$ cat src/rtl/mmio_pkg.sv
package mmio_pkg;

    // Wishbone classic request, master to slave.
    typedef struct packed {
        logic        cyc;            // Bus cycle in progress.
        logic        stb;            // Request valid.
        logic        we;             // Write when set.
        logic [31:0] adr;            // Byte address.
        logic [31:0] dat;            // Write data.
        logic [3:0]  sel;            // Byte lanes.
    } wb_req_t;

    // Wishbone classic response, slave to master.
    typedef struct packed {
        logic        ack;            // Access done.
        logic        err;            // Access refused.
        logic [31:0] dat;            // Read data, valid with ack.
    } wb_rsp_t;

    // Where a bus address lands.
    typedef enum logic [1:0] {
        TGT_MEM,                     // Data memory.
        TGT_SPI,                     // SPI register block.
        TGT_NONE                     // Unmapped.
    } bus_tgt_e;

    // SPI master phases.
    typedef enum logic [2:0] {
        SPI_IDLE,                    // Waiting for start.
        SPI_LEAD,                    // Slave selected, first bit on mosi.
        SPI_HIGH,                    // Sck high half period.
        SPI_LOW,                     // Sck low half period.
        SPI_DONE                     // Byte complete, select released.
    } spi_state_e;

    // Memory map.
    localparam logic [31:0] IO_BASE      = 32'h8000_0000;  // Bit 31 selects I/O.
    localparam logic [31:0] SPI_DATA_OFS = 32'h0000_0000;  // Tx on write, rx on read.
    localparam logic [31:0] SPI_STAT_OFS = 32'h0000_0004;  // Busy in bit 0, ready in bit 1.

endpackage

$ cat src/rtl/mem_map_spi.sv
`timescale 1ns/1ps

module mem_map_spi import mmio_pkg::*; (
    input  logic        clk,
    input  logic        i_arst_n,
    input  logic        i_wr,                   // Accepted register write.
    input  logic        i_rd,                   // Accepted register read.
    input  logic [31:0] i_addr,                 // Bus byte address.
    input  logic [31:0] i_wdata,                // Bus write data.
    input  logic        i_done,                 // Transfer finished.
    input  logic [7:0]  i_rx,                   // Received byte.
    output logic        o_busy,                 // Transfer in progress.
    output logic [31:0] o_rdata,                // Register read value.
    output logic        o_start,                // Start pulse to the master.
    output logic [7:0]  o_tx                    // Byte to send.
);
    logic        is_data;                       // Data register selected.
    logic        is_stat;                       // Status register selected.
    logic        busy_q;
    logic        ready_q;                       // Unread byte waiting.
    logic        start_q;
    logic [7:0]  tx_q;
    logic [7:0]  rx_q;                          // Last received byte.
    logic [31:0] rdata_q;

    assign is_data = (i_addr == IO_BASE + SPI_DATA_OFS);
    assign is_stat = (i_addr == IO_BASE + SPI_STAT_OFS);

    always_ff @(posedge clk or negedge i_arst_n) begin
        if (!i_arst_n) begin
            busy_q  <= 1'b0;
            ready_q <= 1'b0;
            start_q <= 1'b0;
        end else begin
            start_q <= i_wr && is_data;         // Master starts one cycle later.
            if (i_wr && is_data) begin
                busy_q <= 1'b1;                 // Busy from the accepting edge.
            end else if (i_done) begin
                busy_q <= 1'b0;
            end
            if (i_done) begin
                ready_q <= 1'b1;
            end else if (i_rd && is_data) begin
                ready_q <= 1'b0;                // Byte consumed.
            end
        end
    end

    always_ff @(posedge clk) begin
        if (i_wr && is_data) begin
            tx_q <= i_wdata[7:0];
        end
        if (i_done) begin
            rx_q <= i_rx;
        end
        if (i_rd && is_data) begin
            rdata_q <= {24'h0, rx_q};
        end else if (i_rd && is_stat) begin
            rdata_q <= {30'h0, ready_q, busy_q};
        end
    end

    assign o_busy  = busy_q;
    assign o_rdata = rdata_q;
    assign o_start = start_q;
    assign o_tx    = tx_q;

endmodule

$ cat config.mk
export PLATFORM = sky130hd
export DESIGN_NAME = mem_map_spi
export DESIGN_NICKNAME = d
export VERILOG_FILES = /design/src/rtl/mmio_pkg.sv /design/src/rtl/mem_map_spi.sv
export SDC_FILE = /design/constraint.sdc
export NUM_CORES = 1
export LEC_CHECK = 0
export ABC_CLOCK_PERIOD_IN_PS = 1150
export BUFFER_PORTS_ARGS = -buffer_cell sky130_fd_sc_hd__buf_2
export CORE_MARGIN = 3
export CORE_UTILIZATION = 36
export CTS_CLUSTER_DIAMETER = 50
export DETAILED_ROUTE_END_ITERATION = 6
export PLACE_DENSITY = 0.78
export SLEW_MARGIN = 25
export SYNTH_ARGS = -nofsm -noshare
export SYNTH_HDL_FRONTEND = slang
export SYNTH_SLANG_ARGS = --single-unit
export TNS_END_PERCENT = 5
$ cat constraint.sdc
create_clock -name clk -period 1.15 [get_ports clk]
set_input_delay 0.0575 -clock clk [delete_from_list [all_inputs] [get_ports clk]]
set_output_delay 0.0575 -clock clk [all_outputs]
set_load 0.01 [all_outputs]
==> flow_summary.ini <==
[run_status]
status = finished, violations left
violations = negative setup slack

[synthesis]
synth_xor_area_share_pct = 0
seq_area_frac_synth_pct = 64.24
yosys.area_share.adder_pct = 0
synth_compound_area_share_pct = 1.010
synth.distinct_cells = 17
synthSimpleGateAreaFrac_pct = 16.87
synth_top_family_by_area = simple AND/OR/NAND/NOR gates
ys_warn_count = 0
synth_area_mm2 = 0.001239
synth-seq-cells = 27
avgSynthCellArea_um2 = 15.48
synth_mux_area_share_pct = 2.424
syn_inst = 80

[clock_tree]
cts.reportedPaths.clkPinSlew_ns = 0.13
cts_tree = built
clock_latency_ns = 0.32
cts_made_buffers = 3
cts_root_buf = clkbuf_4
cts.sinks = 27
cts_max_level = 1
clk_path_buf_depth = 2

[power_and_ir_drop]
power.leakage_nw = 0.9082
ir_worst_vdd_v = 0.0003391
powerDensity_mw_per_mm2 = 909.5

[floorplan]
io-pin-count = 119
die-area_mm2 = 0.004181
fp-row-count = 20
die_h_um = 64.66
start_util_pct = 38.98
dieWidth_um = 64.66
core-area_mm2 = 0.003178

[timing]
period_needed_ns = 1.241
clock_skew_ns = 0.007778
layout_setup_ws_ns = -0.09059
finalHoldViolCount = 0
finalCritPeriodShare_pct = 107.9
rsz0062_at_grt = yes
hold_ws_ns = 0.03072
max_freq_mhz = 806.1
final_max_slew_viol_count = 0
setup_violations = 2

[grt]
grt_use_total_pct = 14.03
grt_pass1_wl_mm = 4.450
grt.overflow.total = 0
grt_max_degree = 15
grt_pass1_vias = 953
antenna_found_initial = 0

[placement]
dp_hpwl_mm = 2.222
gp_congestion = 0.7763
dp_slack_ns = -0.5492
place_area_mm2 = 0.001605
port_buffers = 70

[detailed_routing]
via_per_inst = 4.117
dr.pass1.iters = 4
drc_errors = 0
wl_per_cell_um = 12.62
vias = 918
postRouteAntennaNets = 0
drt_iter0_markers = 28
totalWireLength_mm = 2.814

[finish]
areaGrowthSynthToFinish_pct = 52.53
nNetsFinal = 257
drive_gt1_share_pct = 54.75
fin_util_pct = 59.45
n_antenna_cell = 0
n_fill_cell = 259
stdcell_area_mm2 = 0.001889

[worst_setup_path]
worstPathMaxFanout = 5
path_cells = buf_8 > nor4_4 > nand4b_1 > nor3_4 > mux2_4
path_class = in -> reg
cp.arrival_ns = 1.34
cp_slowest_cell = nor3_4
crit_path_start_kind = input pin
slowest_delay_ns = 0.35
worstSetupEndpointType = register
required_ns = 1.25

[flow_run]
max_cap_violations = 0

[min_path]
hold_path_class = in -> async
[metrics by stage]
stage          std cells  total power [mW]  setup TNS (ns)
4_1_cts              222             1.720         -0.1127
3_5_place_dp         197             1.275          -9.242
2_1_floorplan        103             1.223          -4.322
3_3_place_gp         197             1.269          -7.241
5_1_grt              223             1.797         -0.5935
6_report             223             1.718         -0.1792
[worst paths after layout]
path / slack, ns / endpoint / from / cells past startpoint
min in group clk: 0.06 / rx_q[1] / i_done / 1
max in group asynchronous: 1.02 / o_busy / i_arst_n / 2
setup reg to reg: 0.24 / o_rdata[0] / o_busy / 1
hold reg to reg: 0.53 / o_busy / o_busy / 1
hold / removal: 0.03 / o_start / i_arst_n / 2
setup / recovery: -0.09 / o_rdata[1] / i_addr[0] / 5
[area by class of cell]
class | count | area, um2 | area share, %
timing repair buffer | 96 | 629.4 | 33.31
clock buffer | 4 | 26.28 | 1.391
multi-input combinational | 50 | 375.4 | 19.87
tap | 44 | 55.05 | 2.914
sequential | 27 | 795.8 | 42.12
inverter | 2 | 7.507 | 0.3974
[cells in the final DEF (no fill, tap or decap)]
cell,n
a21o_1,1
and2_2,6
buf_2,64
buf_4,9
buf_6,5
buf_8,1
clkbuf_1,1
clkbuf_4,3
conb_1,24
dfrtp_1,3
dlygate4sd3_1,17
edfxtp_1,24
inv_1,2
mux2_4,2
nand3_1,2
nand4b_1,2
nand4b_4,1
nor2b_1,1
nor3_2,2
nor3_4,1
nor4_1,3
nor4_4,4
o21ai_0,1
[per-layer routing]
layer | wire length [um] | part of all wire, % | track usage [%] | vias up
met2 | 1479 | 53 | 26.80 | 61
met3 | 286 | 10 | 4.159 | 5
met4 | 56 | 2.0 | 5.805 | 0
li1 | - | - | - | 442
met5 | 0 | 0 | 0 | -
met1 | 991 | 35 | 13.94 | 410
[repair_timing]
action / 4_1_cts / 5_1_grt
resized for setup: 5 / 4
buffers inserted: 4 / 1
setup endpoints to repair: 5 / 15
endpoints found under the hold margin: 19 / 0
pin swaps: 6 / 4
hold buffers: 17 / 0
[cells in the mapped netlist]
cell	count	share of area (%)
dfrtp_1	3	6.1
edfxtp_1	24	58
a21o_1	1	0.61
nand3_1	2	0.81
and2_2	6	3.6
nand4b_1	2	1.4
conb_1	1	0.30
nor2b_1	1	0.51
nor4_1	4	2.0
inv_1	2	0.61
o21ai_0	1	0.40
nand4b_2	1	1.2
buf_4	24	15
nor4_4	3	5.2
mux2_4	2	2.4
nor3_1	2	0.81
nor3_4	1	1.3
[flip-flops by register name (all words and copies together) (netlist names)]
register  flops
o_rdata       8
o_busy        1
o_tx          8
ready_q       1
o_start       1
rx_q          8
[cell families after synthesis]
family	Yosys count
buffers and inverters	26
muxes	2
and+or+nand+nor	22
DFF	27
other	1
AOI/OAI and AO/OA	2
[critical path, delay by kind of cell]
family,cells,cell delay [ns]
multiplexers,1,0.33
AND/OR/NAND/NOR,3,0.85
buffers and inverters,1,0.10
[report_power, final]
part           switching (mW)  total, mW  leakage (nW)  internal [mW]
Combinational           0.101      0.230         0.624          0.129
Clock                   0.261      0.397        0.0150          0.136
Sequential            0.00488       1.09         0.269           1.09
Power figures use the tool's default switching activity.
