**src/rtl/mmio_pkg.sv**
```systemverilog
package mmio_pkg;

    // Wishbone classic request, master to slave.
    typedef struct packed {
        logic        cyc;            // Bus cycle in progress.
        logic        stb;            // Request valid.
        logic        we;             // Write when set.
        logic [31:0] adr;            // Byte address.
        logic [31:0] dat;            // Write data.
        logic [3:0]  sel;            // Byte lanes.
    } wb_req_t;

    // Wishbone classic response, slave to master.
    typedef struct packed {
        logic        ack;            // Access done.
        logic        err;            // Access refused.
        logic [31:0] dat;            // Read data, valid with ack.
    } wb_rsp_t;

    // Where a bus address lands.
    typedef enum logic [1:0] {
        TGT_MEM,                     // Data memory.
        TGT_SPI,                     // SPI register block.
        TGT_NONE                     // Unmapped.
    } bus_tgt_e;

    // SPI master phases.
    typedef enum logic [2:0] {
        SPI_IDLE,                    // Waiting for start.
        SPI_LEAD,                    // Slave selected, first bit on mosi.
        SPI_HIGH,                    // Sck high half period.
        SPI_LOW,                     // Sck low half period.
        SPI_DONE                     // Byte complete, select released.
    } spi_state_e;

    // Memory map.
    localparam logic [31:0] IO_BASE      = 32'h8000_0000;  // Bit 31 selects I/O.
    localparam logic [31:0] SPI_DATA_OFS = 32'h0000_0000;  // Tx on write, rx on read.
    localparam logic [31:0] SPI_STAT_OFS = 32'h0000_0004;  // Busy in bit 0, ready in bit 1.

endpackage

```
**src/rtl/mem_map_io_dec.sv**
```systemverilog
`timescale 1ns/1ps

module mem_map_io_dec import mmio_pkg::*; #(
    parameter int MEM_WORDS = 256               // Data memory depth in words.
) (
    input  logic        clk,
    input  logic        i_arst_n,
    input  wb_req_t     i_req,                  // Bus request.
    input  logic [31:0] i_mem_rdata,            // Data memory read register.
    input  logic [31:0] i_spi_rdata,            // SPI register read value.
    input  logic        i_spi_busy,             // Transfer in progress.
    output logic        o_mem_we,               // Data memory write strobe.
    output logic [3:0]  o_mem_sel,              // Data memory write lanes.
    output logic        o_spi_wr,               // SPI register write strobe.
    output logic        o_spi_rd,               // SPI register read strobe.
    output wb_rsp_t     o_rsp                   // Registered bus response.
);
    bus_tgt_e tgt;                              // Decoded target.
    bus_tgt_e rd_tgt_q;                         // Read data source for the response cycle.
    logic     spi_data_adr;                     // Hits the SPI data register.
    logic     spi_stat_adr;                     // Hits the SPI status register.
    logic     lanes_ok;                         // Lane pattern fits the address.
    logic     acc_ok;                           // Access will be acked.
    logic     rsp_pend;                         // Response out, request still held.
    logic     req_new;                          // First cycle of a request.
    logic     ack_q;
    logic     err_q;

    assign spi_data_adr = (i_req.adr == IO_BASE + SPI_DATA_OFS);
    assign spi_stat_adr = (i_req.adr == IO_BASE + SPI_STAT_OFS);

    always_comb begin
        if (i_req.adr[31]) begin                // I/O region, two registers only.
            tgt = (spi_data_adr || spi_stat_adr) ? TGT_SPI : TGT_NONE;
        end else if (i_req.adr[31:2] < 30'(MEM_WORDS)) begin
            tgt = TGT_MEM;
        end else begin
            tgt = TGT_NONE;                     // Past the end of the memory.
        end
    end

    // Lanes must sit where the low address bits point.
    always_comb begin
        case (i_req.sel)
            4'b1111: lanes_ok = (i_req.adr[1:0] == 2'd0);  // Word.
            4'b0011: lanes_ok = (i_req.adr[1:0] == 2'd0);  // Low halfword.
            4'b1100: lanes_ok = (i_req.adr[1:0] == 2'd2);  // High halfword.
            4'b0001: lanes_ok = (i_req.adr[1:0] == 2'd0);  // Byte 0.
            4'b0010: lanes_ok = (i_req.adr[1:0] == 2'd1);  // Byte 1.
            4'b0100: lanes_ok = (i_req.adr[1:0] == 2'd2);  // Byte 2.
            4'b1000: lanes_ok = (i_req.adr[1:0] == 2'd3);  // Byte 3.
            default: lanes_ok = 1'b0;
        endcase
    end

    always_comb begin
        case (tgt)
            TGT_MEM: acc_ok = lanes_ok;
            TGT_SPI: acc_ok = (i_req.sel == 4'b1111)          // Full word only.
                              && !(i_req.we && spi_data_adr && i_spi_busy);
            default: acc_ok = 1'b0;
        endcase
    end

    assign rsp_pend = ack_q | err_q;            // Master still sees this cycle's response.
    assign req_new  = i_req.cyc && i_req.stb && !rsp_pend;

    assign o_mem_we  = req_new && acc_ok && (tgt == TGT_MEM) && i_req.we;
    assign o_mem_sel = i_req.sel;
    assign o_spi_wr  = req_new && acc_ok && (tgt == TGT_SPI) && i_req.we;
    assign o_spi_rd  = req_new && acc_ok && (tgt == TGT_SPI) && !i_req.we;

    always_ff @(posedge clk or negedge i_arst_n) begin
        if (!i_arst_n) begin
            ack_q    <= 1'b0;
            err_q    <= 1'b0;
            rd_tgt_q <= TGT_NONE;
        end else begin
            ack_q    <= req_new && acc_ok;
            err_q    <= req_new && !acc_ok;
            rd_tgt_q <= (req_new && acc_ok && !i_req.we) ? tgt : TGT_NONE;  // Writes return 0.
        end
    end

    always_comb begin
        o_rsp.ack = ack_q;
        o_rsp.err = err_q;
        case (rd_tgt_q)
            TGT_MEM: o_rsp.dat = i_mem_rdata;  // Both sources load at the request edge.
            TGT_SPI: o_rsp.dat = i_spi_rdata;
            default: o_rsp.dat = 32'h0;
        endcase
    end

endmodule

```
**config.mk**
```make
export PLATFORM = sky130hd
export DESIGN_NAME = mem_map_io_dec
export DESIGN_NICKNAME = d
export VERILOG_FILES = /design/src/rtl/mmio_pkg.sv /design/src/rtl/mem_map_io_dec.sv
export SDC_FILE = /design/constraint.sdc
export NUM_CORES = 1
export LEC_CHECK = 0
export ABC_AREA = 1
export BUFFER_PORTS_ARGS = -buffer_cell sky130_fd_sc_hd__buf_2
export CAP_MARGIN = 5
export CORE_AREA = 4 4 67 69
export DETAILED_ROUTE_END_ITERATION = 6
export DIE_AREA = 0 0 71 73
export GPL_TIMING_DRIVEN = 0
export HOLD_SLACK_MARGIN = 0.15
export PLACE_DENSITY = 0.78
export SLEW_MARGIN = 40
export SYNTH_ARGS = -nofsm -noshare
export SYNTH_HDL_FRONTEND = slang
export SYNTH_SLANG_ARGS = --single-unit
```
**constraint.sdc**
```tcl
create_clock -name clk -period 2.2 [get_ports clk]
set_clock_uncertainty 0.05 [all_clocks]
set_input_delay 0.33 -clock clk [delete_from_list [all_inputs] [get_ports clk]]
set_output_delay 0.33 -clock clk [all_outputs]
set_load 0.03 [all_outputs]
```
==> results.md <==
* Hold Fails Final Rpt at 0
* Worst R2R Path Depth at 4
* Routed via count at 1699
* Rows at 23
* Comb power frac at 0.389
* Clock period minus worst slack at about 2.0 ns
* Seq cells post-synth at 4
* Post-route DRC at 0
* Tot GR Track Use at 0.154
* Internal power at between 0.2 and 0.3 mW
* CTS tree: yes
* Pwr dens at 217 nW/um^2
* Die height at 73 microns
* Worst hold stages at 2
* Achievable Freq at 491 MHz
* Syn nets at 327
* RSZ-0062 raised after global routing: false
* Period utilisation layout at 0.925
* Die ar. at 5180 sq um
* Setup slack after layout at 0.164 ns
* Antenna violations before repair at 0
* Diode count at 0
* Buffers & Inverters on Critical Path at 3
* Core area at 3910 sq um
* Clock Power Share at 0.420
* Hold WC Path Type: primary input to register
* Switching share of power at 0.273
* Syn-to-layout area delta at 87.0%
* Reg-to-Reg Start: err_q
* Syn_area_per_cell at 5.18 sq um
* Delay-heaviest family, CP: buffers and inverters
* Clock Tree Buf Depth at 2
* Relative slew slack at 0.720
* Critical path's slowest cell: dfrtp_1
* Arr. time, crit path at 1.66 ns
* Yosys warns at 0
* WL final at 4.16 mm
* Largest net degree at the start of global routing at 11
* Final Max Slew Viols at 0
* Worst Setup SP: rd_tgt_q[0]
* Fillers at 403
* Design Power at 0.396 mW
* P_leak at 1.17 nW
* Initial DRC Count at 22
* Cell breakdown of the critical path: clkbuf_1 > or2_1 > clkbuf_2 > o21ai_0 > buf_2
* CP endpoint kind: output port
* Post-DR wirelength/cell at 10.7 microns
* Register area share after synthesis at 0.104
* CP startpoint kind: register
* Hold_sp: i_req[68]
* Mapped cell area at 978 sq um
* Vias in the first global route at roughly 1.6k
* Global-route wire length before repair at 6.69 mm
* DP HPWL at between 3 and 4 mm
* GRT Residual Overflow at 0
* Worst-path fanout max at 10
* Cell count after synthesis at 189
* Final GP Congestion at ~0.75
* Slowest stage delay, CP at 0.34 ns
* Max-cap violations at 0
* Multi-input logic area at between 600 and 700 sq um
* R2R Path End: rd_tgt_q[0]
* CTS H-tree lvls at 1
* Setup violations, final at 0
* Hold endpoint: rd_tgt_q[0]
* Setup Fix Bufs, Post-CTS at 0
* Sequential cell area at just over 100 sq um
* Maximum vdd drop at 0.144 mV
* Vias per inst at 4.36
* Placed Cells at 385
* PortBufs at 146
* Detailed Routing Iterations Pass 1 at 4
* Clk slew on worst S/H paths at 0.03 ns
* Outcome: complete, no violations
* Die Wd at 71 microns
* Fin Hold WS at 0.261 ns
* Initial Util at 0.250
* Count of cell types in the netlist at 23
* Final ANT Viol Nets at 0
* Root Buffer Master: clkbuf_8
* Clock Sinks at 4
* Reg power frac at 0.191
* Setup slack, reg-to-reg at between 1 and 1.5 ns
* Nets at roughly 480
* IO Count at 179
* Clk Latency, worst-skew pair at around 0.22 ns
* CTS buffer count at 3
* Post-Layout Cell Count at 390
* Slew @ Worst Pin at 0.419 ns
* Net switching power at around 0.11 mW
* Type of the worst setup path: register to output port
* Post-Route Setup TNS at 0 ns
* Worst slack at placement at 0.252 ns
* Layout cells sized above 1 at 0.500
* WP data required at 1.82 ns
cells in the final DEF, fill, tap and decap left out:
master | synthesis | layout
buf_2 | 1 | 147
inv_1 | 40 | 40
nand3_1 | 34 | 34
nor2_1 | 27 | 27
o21ai_1 | 18 | 18
nand2_1 | 15 | 15
o21ai_0 | 14 | 14
clkbuf_1 | 9 | 8
buf_4 | 6 | 6
nand2_2 | 3 | 3
nand4_1 | 3 | 3
dfrtp_1 | 3 | 3
clkbuf_8 | 0 | 3
or2_1 | 2 | 2
clkbuf_2 | 0 | 2
nor2_2 | 2 | 2
nor2_4 | 2 | 2
a21oi_1 | 2 | 2
nand2_4 | 2 | 2
nor3b_1 | 1 | 1
clkinv_1 | 1 | 1
and3_2 | 1 | 1
nand3_2 | 1 | 1
o2111ai_1 | 1 | 1
dlygate4sd3_1 | 0 | 1
dfstp_2 | 1 | 1
power groups by stage:
stage                     Combinational, mW  Clock [mW]  Sequential [mW]
after CTS                             0.156       0.172           0.0757
after floorplan                      0.0500           0           0.0763
after global placement                0.150           0           0.0764
final                                 0.154       0.167           0.0756
after global routing                  0.175       0.177           0.0757
after detailed placement              0.153           0           0.0765
registers in the layout, summed over array words and instances, names as in the netlist:
register	count
rd_tgt_q	2
ack_q	1
err_q	1
logic make-up after synthesis:
group / after synthesis / synth area share
and+or+nand+nor: 93 / 0.471
AOI/OAI and AO/OA: 35 / 0.183
buffers and inverters: 57 / 0.243
DFF: 4 / 0.104
worst register-to-register path, cell delays in order (launching register included):
cell     delay, ns
dfrtp_1       0.37
nor2_1        0.09
and3_2        0.22
nand3_2       0.10
nor2_1        0.11
what timing repair did:
item                                   4_1_cts  5_1_grt
hold buffers                                 1        0
endpoints found under the hold margin        4        0
resized for setup                            0        4
setup endpoints to repair                    0       20
Yosys cell counts:
library cell,count,share of area
and3_2,1,0.0077
nor3b_1,1,0.0077
nand3_1,34,0.17
dfstp_2,1,0.027
inv_1,40,0.15
nor2_2,2,0.013
buf_4,6,0.046
nand2_1,15,0.058
clkbuf_1,9,0.035
o21ai_1,18,0.092
nor2_4,2,0.023
nand4_1,3,0.019
or2_1,2,0.013
o2111ai_1,1,0.0090
buf_2,1,0.0051
a21oi_1,2,0.010
nand3_2,1,0.010
nand2_2,3,0.019
clkinv_1,1,0.0038
o21ai_0,14,0.072
nand2_4,2,0.023
dfrtp_1,3,0.077
nor2_1,27,0.10
through the flow:
step / utilization / area [sq um]
6_report: 0.467 / 1830
5_1_grt: 0.467 / 1830
4_1_cts: 0.467 / 1830
3_5_place_dp: 0.453 / 1770
3_3_place_gp: 0.453 / 1770
2_1_floorplan: - / 978
worst max-delay path by stage:
stage	end	slack, ns	depth (start not counted)
3_3_place_gp	o_spi_wr	0.25	10
2_1_floorplan	o_rsp[13]	0.22	4
5_1_grt	o_rsp[13]	0.0001	5
3_5_place_dp	o_spi_wr	0.25	10
6_report	o_rsp[13]	0.16	5
4_1_cts	o_rsp[13]	0.06	5
final cells by class:
class / instances / area share
Buffer: 16 / 0.0472
Multi-Input combinational cell: 128 / 0.350
Clock buffer: 4 / 0.0246
Timing Repair Buffer: 147 / 0.405
Tap cell: 50 / 0.0342
Inverter: 41 / 0.0841
Sequential cell: 4 / 0.0554
metal layers:
layer / global-route usage / wire length (microns) / vias to the layer above
met5: 0 / 0 / -
met4: 0.0376 / 14 / 0
met3: 0.0468 / 583 / 2
met2: 0.285 / 2050 / 100
met1: 0.173 / 1510 / 705
li1: - / - / 892
Power figures use the tool's default switching activity.
