===== src/rtl/mmio_pkg.sv =====
package mmio_pkg;

    // Wishbone classic request, master to slave.
    typedef struct packed {
        logic        cyc;            // Bus cycle in progress.
        logic        stb;            // Request valid.
        logic        we;             // Write when set.
        logic [31:0] adr;            // Byte address.
        logic [31:0] dat;            // Write data.
        logic [3:0]  sel;            // Byte lanes.
    } wb_req_t;

    // Wishbone classic response, slave to master.
    typedef struct packed {
        logic        ack;            // Access done.
        logic        err;            // Access refused.
        logic [31:0] dat;            // Read data, valid with ack.
    } wb_rsp_t;

    // Where a bus address lands.
    typedef enum logic [1:0] {
        TGT_MEM,                     // Data memory.
        TGT_SPI,                     // SPI register block.
        TGT_NONE                     // Unmapped.
    } bus_tgt_e;

    // SPI master phases.
    typedef enum logic [2:0] {
        SPI_IDLE,                    // Waiting for start.
        SPI_LEAD,                    // Slave selected, first bit on mosi.
        SPI_HIGH,                    // Sck high half period.
        SPI_LOW,                     // Sck low half period.
        SPI_DONE                     // Byte complete, select released.
    } spi_state_e;

    // Memory map.
    localparam logic [31:0] IO_BASE      = 32'h8000_0000;  // Bit 31 selects I/O.
    localparam logic [31:0] SPI_DATA_OFS = 32'h0000_0000;  // Tx on write, rx on read.
    localparam logic [31:0] SPI_STAT_OFS = 32'h0000_0004;  // Busy in bit 0, ready in bit 1.

endpackage


===== src/rtl/spi_sck_timer.sv =====
`timescale 1ns/1ps

module spi_sck_timer #(
    parameter int SCK_HALF_CLKS = 4             // Clk cycles per sck half period.
) (
    input  logic clk,
    input  logic i_arst_n,
    input  logic i_run,                         // Transfer active.
    output logic o_tick                         // End of a half period.
);
    localparam int              CNT_W  = $clog2(SCK_HALF_CLKS);
    localparam logic [CNT_W-1:0] RELOAD = CNT_W'(SCK_HALF_CLKS - 1);

    logic [CNT_W-1:0] cnt_q;                    // Cycles left in this half period.

    always_ff @(posedge clk or negedge i_arst_n) begin
        if (!i_arst_n) begin
            cnt_q <= RELOAD;
        end else if (!i_run || (cnt_q == '0)) begin
            cnt_q <= RELOAD;                    // Idle or wrap, full period next.
        end else begin
            cnt_q <= cnt_q - 1'b1;
        end
    end

    assign o_tick = i_run && (cnt_q == '0);

endmodule


===== src/rtl/spi_master.sv =====
`timescale 1ns/1ps

module spi_master import mmio_pkg::*; #(
    parameter int SCK_HALF_CLKS = 4             // Clk cycles per sck half period.
) (
    input  logic       clk,
    input  logic       i_arst_n,
    input  logic       i_start,                 // Begin a transfer, one cycle.
    input  logic [7:0] i_tx,                    // Byte to send.
    input  logic       i_miso,
    output logic       o_mosi,
    output logic       o_sck,
    output logic       o_ss_n,
    output logic       o_done,                  // Transfer complete, one cycle.
    output logic [7:0] o_rx                     // Byte received.
);
    spi_state_e state_q;
    logic [8:0] sh_q;                           // Tx on top, rx fills from bit 0.
    logic [2:0] bit_q;                          // Falling edges seen.
    logic       run;                            // Sck timer enable.
    logic       tick;                           // Half period over.

    assign run = (state_q == SPI_LEAD) || (state_q == SPI_HIGH) || (state_q == SPI_LOW);

    spi_sck_timer #(
        .SCK_HALF_CLKS (SCK_HALF_CLKS)
    ) u_sck_timer (
        .clk      (clk),
        .i_arst_n (i_arst_n),
        .i_run    (run),
        .o_tick   (tick)
    );

    always_ff @(posedge clk or negedge i_arst_n) begin
        if (!i_arst_n) begin
            state_q <= SPI_IDLE;
            bit_q   <= 3'd0;
        end else begin
            case (state_q)
                SPI_IDLE: begin
                    if (i_start) begin
                        state_q <= SPI_LEAD;    // Select the slave.
                        bit_q   <= 3'd0;
                    end
                end
                SPI_LEAD: begin
                    if (tick) begin
                        state_q <= SPI_HIGH;    // First rising edge.
                    end
                end
                SPI_HIGH: begin
                    if (tick) begin
                        bit_q   <= bit_q + 3'd1;  // Falling edge.
                        state_q <= SPI_LOW;
                    end
                end
                SPI_LOW: begin
                    if (tick) begin
                        if (bit_q == 3'd0) begin
                            state_q <= SPI_DONE;  // Low half after the eighth falling edge.
                        end else begin
                            state_q <= SPI_HIGH;
                        end
                    end
                end
                SPI_DONE: begin
                    state_q <= SPI_IDLE;        // One cycle, select released.
                end
                default: begin
                    state_q <= SPI_IDLE;
                end
            endcase
        end
    end

    // Mode 0. Sample at the rising edge, shift at the falling edge.
    always_ff @(posedge clk) begin
        if ((state_q == SPI_IDLE) && i_start) begin
            sh_q <= {i_tx, 1'b0};               // MSB first.
        end else if (tick && ((state_q == SPI_LEAD)
                              || ((state_q == SPI_LOW) && (bit_q != 3'd0)))) begin
            sh_q[0] <= i_miso;                  // Rising sck.
        end else if (tick && (state_q == SPI_HIGH)) begin
            sh_q <= {sh_q[7:0], 1'b0};          // Falling sck, next bit out.
        end
    end

    assign o_sck  = (state_q == SPI_HIGH);
    assign o_ss_n = (state_q == SPI_IDLE) || (state_q == SPI_DONE);
    assign o_mosi = run ? sh_q[8] : 1'b0;       // Low outside a transfer.
    assign o_done = (state_q == SPI_DONE);
    assign o_rx   = sh_q[8:1];                  // All eight rx bits moved up by now.

endmodule


===== config.mk =====
export PLATFORM = sky130hd
export DESIGN_NAME = spi_master
export DESIGN_NICKNAME = d
export VERILOG_FILES = /design/src/rtl/mmio_pkg.sv /design/src/rtl/spi_sck_timer.sv /design/src/rtl/spi_master.sv
export SDC_FILE = /design/constraint.sdc
export NUM_CORES = 1
export LEC_CHECK = 0
export BUFFER_PORTS_ARGS = -buffer_cell sky130_fd_sc_hd__buf_2
export CAP_MARGIN = 10
export CORE_MARGIN = 2
export CORE_UTILIZATION = 30
export DETAILED_ROUTE_END_ITERATION = 8
export HOLD_SLACK_MARGIN = 0.08
export PLACE_DENSITY = 0.54
export REMOVE_ABC_BUFFERS = 1
export SLEW_MARGIN = 10
export SYNTH_ARGS = -nofsm -noshare
export SYNTH_HDL_FRONTEND = slang
export SYNTH_SLANG_ARGS = --single-unit

===== constraint.sdc =====
create_clock -name clk -period 2.8 [get_ports clk]
set_input_delay 0.42 -clock clk [delete_from_list [all_inputs] [get_ports clk]]
set_output_delay 0.42 -clock clk [all_outputs]
set_load 0.01 [all_outputs]

==> results.py <==
metrics = {
    "floorplan": {
        "io_pins": 24,
        "initial_core_util_pct": 31.67,
        "rows": 19,
        "die_y_um": 58.19,
        "coreArea_um2": 2781,
        "fp.dieW_um": 58.19,
        "die-area_um2": 3385,
    },
    "logic_synthesis": {
        "yosysWarnings": 0,
        "synth-compound-area-share_pct": 6.108,
        "ys_types": 28,
        "syn-cell-area_um2": 880.8,
        "synthAdderAreaFrac_pct": 4.261,
        "synthSimpleGateAreaFrac_pct": 16.05,
        "synth_area_per_cell_um2": 11.90,
        "netlist_instances": 74,
        "synth_top_family_by_area": "simple AND/OR/NAND/NOR gates",
        "seq_area_frac_synth_pct": 52.56,
        "synth_seq_cells": 17,
        "synthMuxAreaShare_pct": 10.23,
        "post_synth_xor_area_fraction_pct": 0,
    },
    "cells_and_area": {
        "drive_gt1_share_pct": 33.70,
        "fin_cells": 123,
        "nNetsFinal": 108,
        "final_util_pct": 36.08,
        "syn_to_final_growth_pct": 13.92,
        "final_common_cell": "buf_2",
        "diodes": 0,
        "layout_common_cells": "buf_2 (23), mux2_1 (8), edfxtp_1 (8)",
    },
    "cts": {
        "cts_max_path_buffers": 2,
        "clk_pin_slew_ns": 0.10,
        "clock_latency_ns": 0.29,
        "htreeDepth": 1,
        "clock_sinks": 17,
        "tritoncts": "built",
        "cts_made_buffers": 3,
        "cts-root-buf": "clkbuf_4",
        "cts_resized": 0,
    },
    "critical_path": {
        "cp.arrival_ns": 1.86,
        "required_ns": 2.85,
        "cp_slowest_cell": "dfrtp_1",
        "worst_setup_path_end_kind": "flip-flop",
        "path_cells": "nor4b_2 -> buf_4 -> mux2_1",
        "critPathMaxFanout": 12,
        "cpPeakStageDelay_ns": 0.51,
        "worstSetupStartpointType": "flip-flop",
        "crit_type": "reg -> reg",
    },
    "timing": {
        "finalCritPeriodShare_pct": 64.82,
        "worst_pin_slew_ns": 0.4658,
        "max_slew_margin_pct": 68.95,
        "period_needed_ns": 1.815,
        "final.setup_skew_ns": 0.003225,
        "tns_ns": 0,
        "grt_setup_unrepaired": "no",
        "finalHoldViolCount": 0,
        "setup_violations": 0,
        "setup_ws_ns": 0.9851,
        "fmax_mhz": 551.0,
        "drv_slew": 0,
    },
    "detailed_routing": {
        "firstDrtPassIters": 3,
        "postRouteAntennaNets": 0,
        "avgRoutedWirePerCell_um": 11.87,
        "via_count": 596,
        "remaining_drc_errors": 0,
        "routed_wl_um": 1460,
        "drt_iter0_markers": 7,
        "via_per_inst": 4.846,
    },
    "power_and_ir_drop": {
        "p_leak_nw": 0.4350,
        "powerDensity_nw_per_um2": 900.1,
        "ir_drop_mv": 0.3714,
    },
    "global_routing": {
        "globalRouteOverflowTotal": 0,
        "antenna_found_initial": 0,
        "grt_max_degree": 13,
        "grt_pass1_wl_um": 2449,
        "grt_use_total_pct": 9.711,
        "grt_pass1_vias": 573,
    },
    "placement": {
        "dpl.cell_count": 118,
        "place_congestion": 0.6899,
        "io_buffers": 23,
        "post-place-ws_ns": 0.9844,
        "place_hpwl_um": 1133,
    },
    "run": {
        "maxCapViolations": 0,
    },
    "status": {
        "outcome": "finished, final reports clean",
    },
    "worst_hold_path": {
        "hold_path.class": "in -> reg",
    },
}
==> sequential cells by signal, indices dropped and copies added, names as in the netlist <==
signal / count
sh_q: 9
bit_q: 3
state_q: 3
u_sck_timer.cnt_q: 2
==> critical path: cells and delay by family, from the launching register on <==
kind          cells  cell delay [ns]
simple gates      1             0.48
flops             1             0.51
buf+inv           1             0.25
mux               1             0.33
==> synth_stat cells <==
| cell | number | area, µm² |
|---|---|---|
| buf_4 | 9 | 67.56 |
| edfxtp_1 | 8 | 240.2 |
| mux2_1 | 8 | 90.09 |
| dfrtp_1 | 6 | 150.1 |
| nand2_1 | 6 | 22.52 |
| inv_1 | 5 | 18.77 |
| a21oi_1 | 3 | 15.01 |
| ha_1 | 3 | 37.54 |
| nor3b_1 | 3 | 22.52 |
| o21ai_0 | 3 | 15.01 |
| dfstp_2 | 2 | 52.55 |
| nand2b_1 | 2 | 12.51 |
| a311oi_1 | 1 | 8.760 |
| a31oi_1 | 1 | 6.260 |
| and2_1 | 1 | 6.260 |
| and3b_1 | 1 | 8.760 |
| buf_2 | 1 | 5.000 |
| clkbuf_1 | 1 | 3.750 |
| dfxtp_1 | 1 | 20.02 |
| nand3b_1 | 1 | 7.510 |
| nand4bb_1 | 1 | 11.26 |
| nor2_1 | 1 | 3.750 |
| nor3_1 | 1 | 5.000 |
| nor4b_2 | 1 | 15.01 |
| nor4bb_1 | 1 | 10.01 |
| o311ai_0 | 1 | 8.760 |
| or3_1 | 1 | 6.260 |
| or4b_1 | 1 | 10.01 |
==> metal layers <==
layer	vias up	part of all wire, %	GRT usage (%)
met5	-	0	0
met4	0	0.96	2.990
met3	2	6.7	4.464
met2	14	48	15.58
met1	292	44	11.62
li1	288	-	-
==> metrics by stage <==
step	instance area, µm²	total power [mW]	hold slack, ns
finish	1003	0.9032	0.4032
detailed placement	965.9	0.7831	0.2702
floorplan	804.5	0.6579	0.1244
CTS	1003	0.9193	0.4013
global route	1003	0.9828	0.3973
global placement	965.9	0.7689	0.2698
==> where the power goes <==
part           switching [mW]  total, mW  internal (mW)  leakage (nW)
logic                   0.176      0.329          0.153         0.236
clock network          0.0798      0.133         0.0531        0.0177
registers              0.0675      0.441          0.374         0.181
total                   0.323      0.903          0.580         0.435
==> what timing repair did <==
action | CTS | global route
hold buffers | 1 | 0
setup buffers | 0 | 0
hold endpoints to repair | 6 | 0
==> logic make-up after synthesis <==
family | count (synthesis)
AND/OR/NAND/NOR | 21
flip-flops | 17
buffers and inverters | 16
AO/OA/AOI/OAI | 9
multiplexers | 8
adder cells (fa/ha/maj) | 3
==> path summary, 6_finish.rpt <==
path / startpoint / endpoint / slack (ns) / depth (start not counted)
worst max-delay path: state_q[2]$_DFFE_PN0P_ / sh_q[2]$_DFFE_PP_ / 0.99 / 3
worst min-delay path: i_start / state_q[0]$_DFFE_PN0P_ / 0.40 / 3
worst max register to register: state_q[2]$_DFFE_PN0P_ / sh_q[2]$_DFFE_PP_ / 0.99 / 3
worst min register to register: u_sck_timer.cnt_q[0]$_DFF_PN1_ / u_sck_timer.cnt_q[0]$_DFF_PN1_ / 0.45 / 1
max in group asynchronous: i_arst_n / u_sck_timer.cnt_q[1]$_DFF_PN1_ / 2.08 / 2
min in group asynchronous: i_arst_n / state_q[1]$_DFFE_PN0P_ / 0.48 / 2
==> final cells by class <==
cell class	count	area [µm²]
Clock buffer	3	22.52
Multi-Input combinational cell	41	322.8
Sequential cell	17	462.9
Inverter	5	18.77
Tap cell	31	38.79
Clock inverter	1	5.005
Fill cell	299	1778
Timing Repair Buffer	25	132.6
Power figures use the tool's default switching activity.
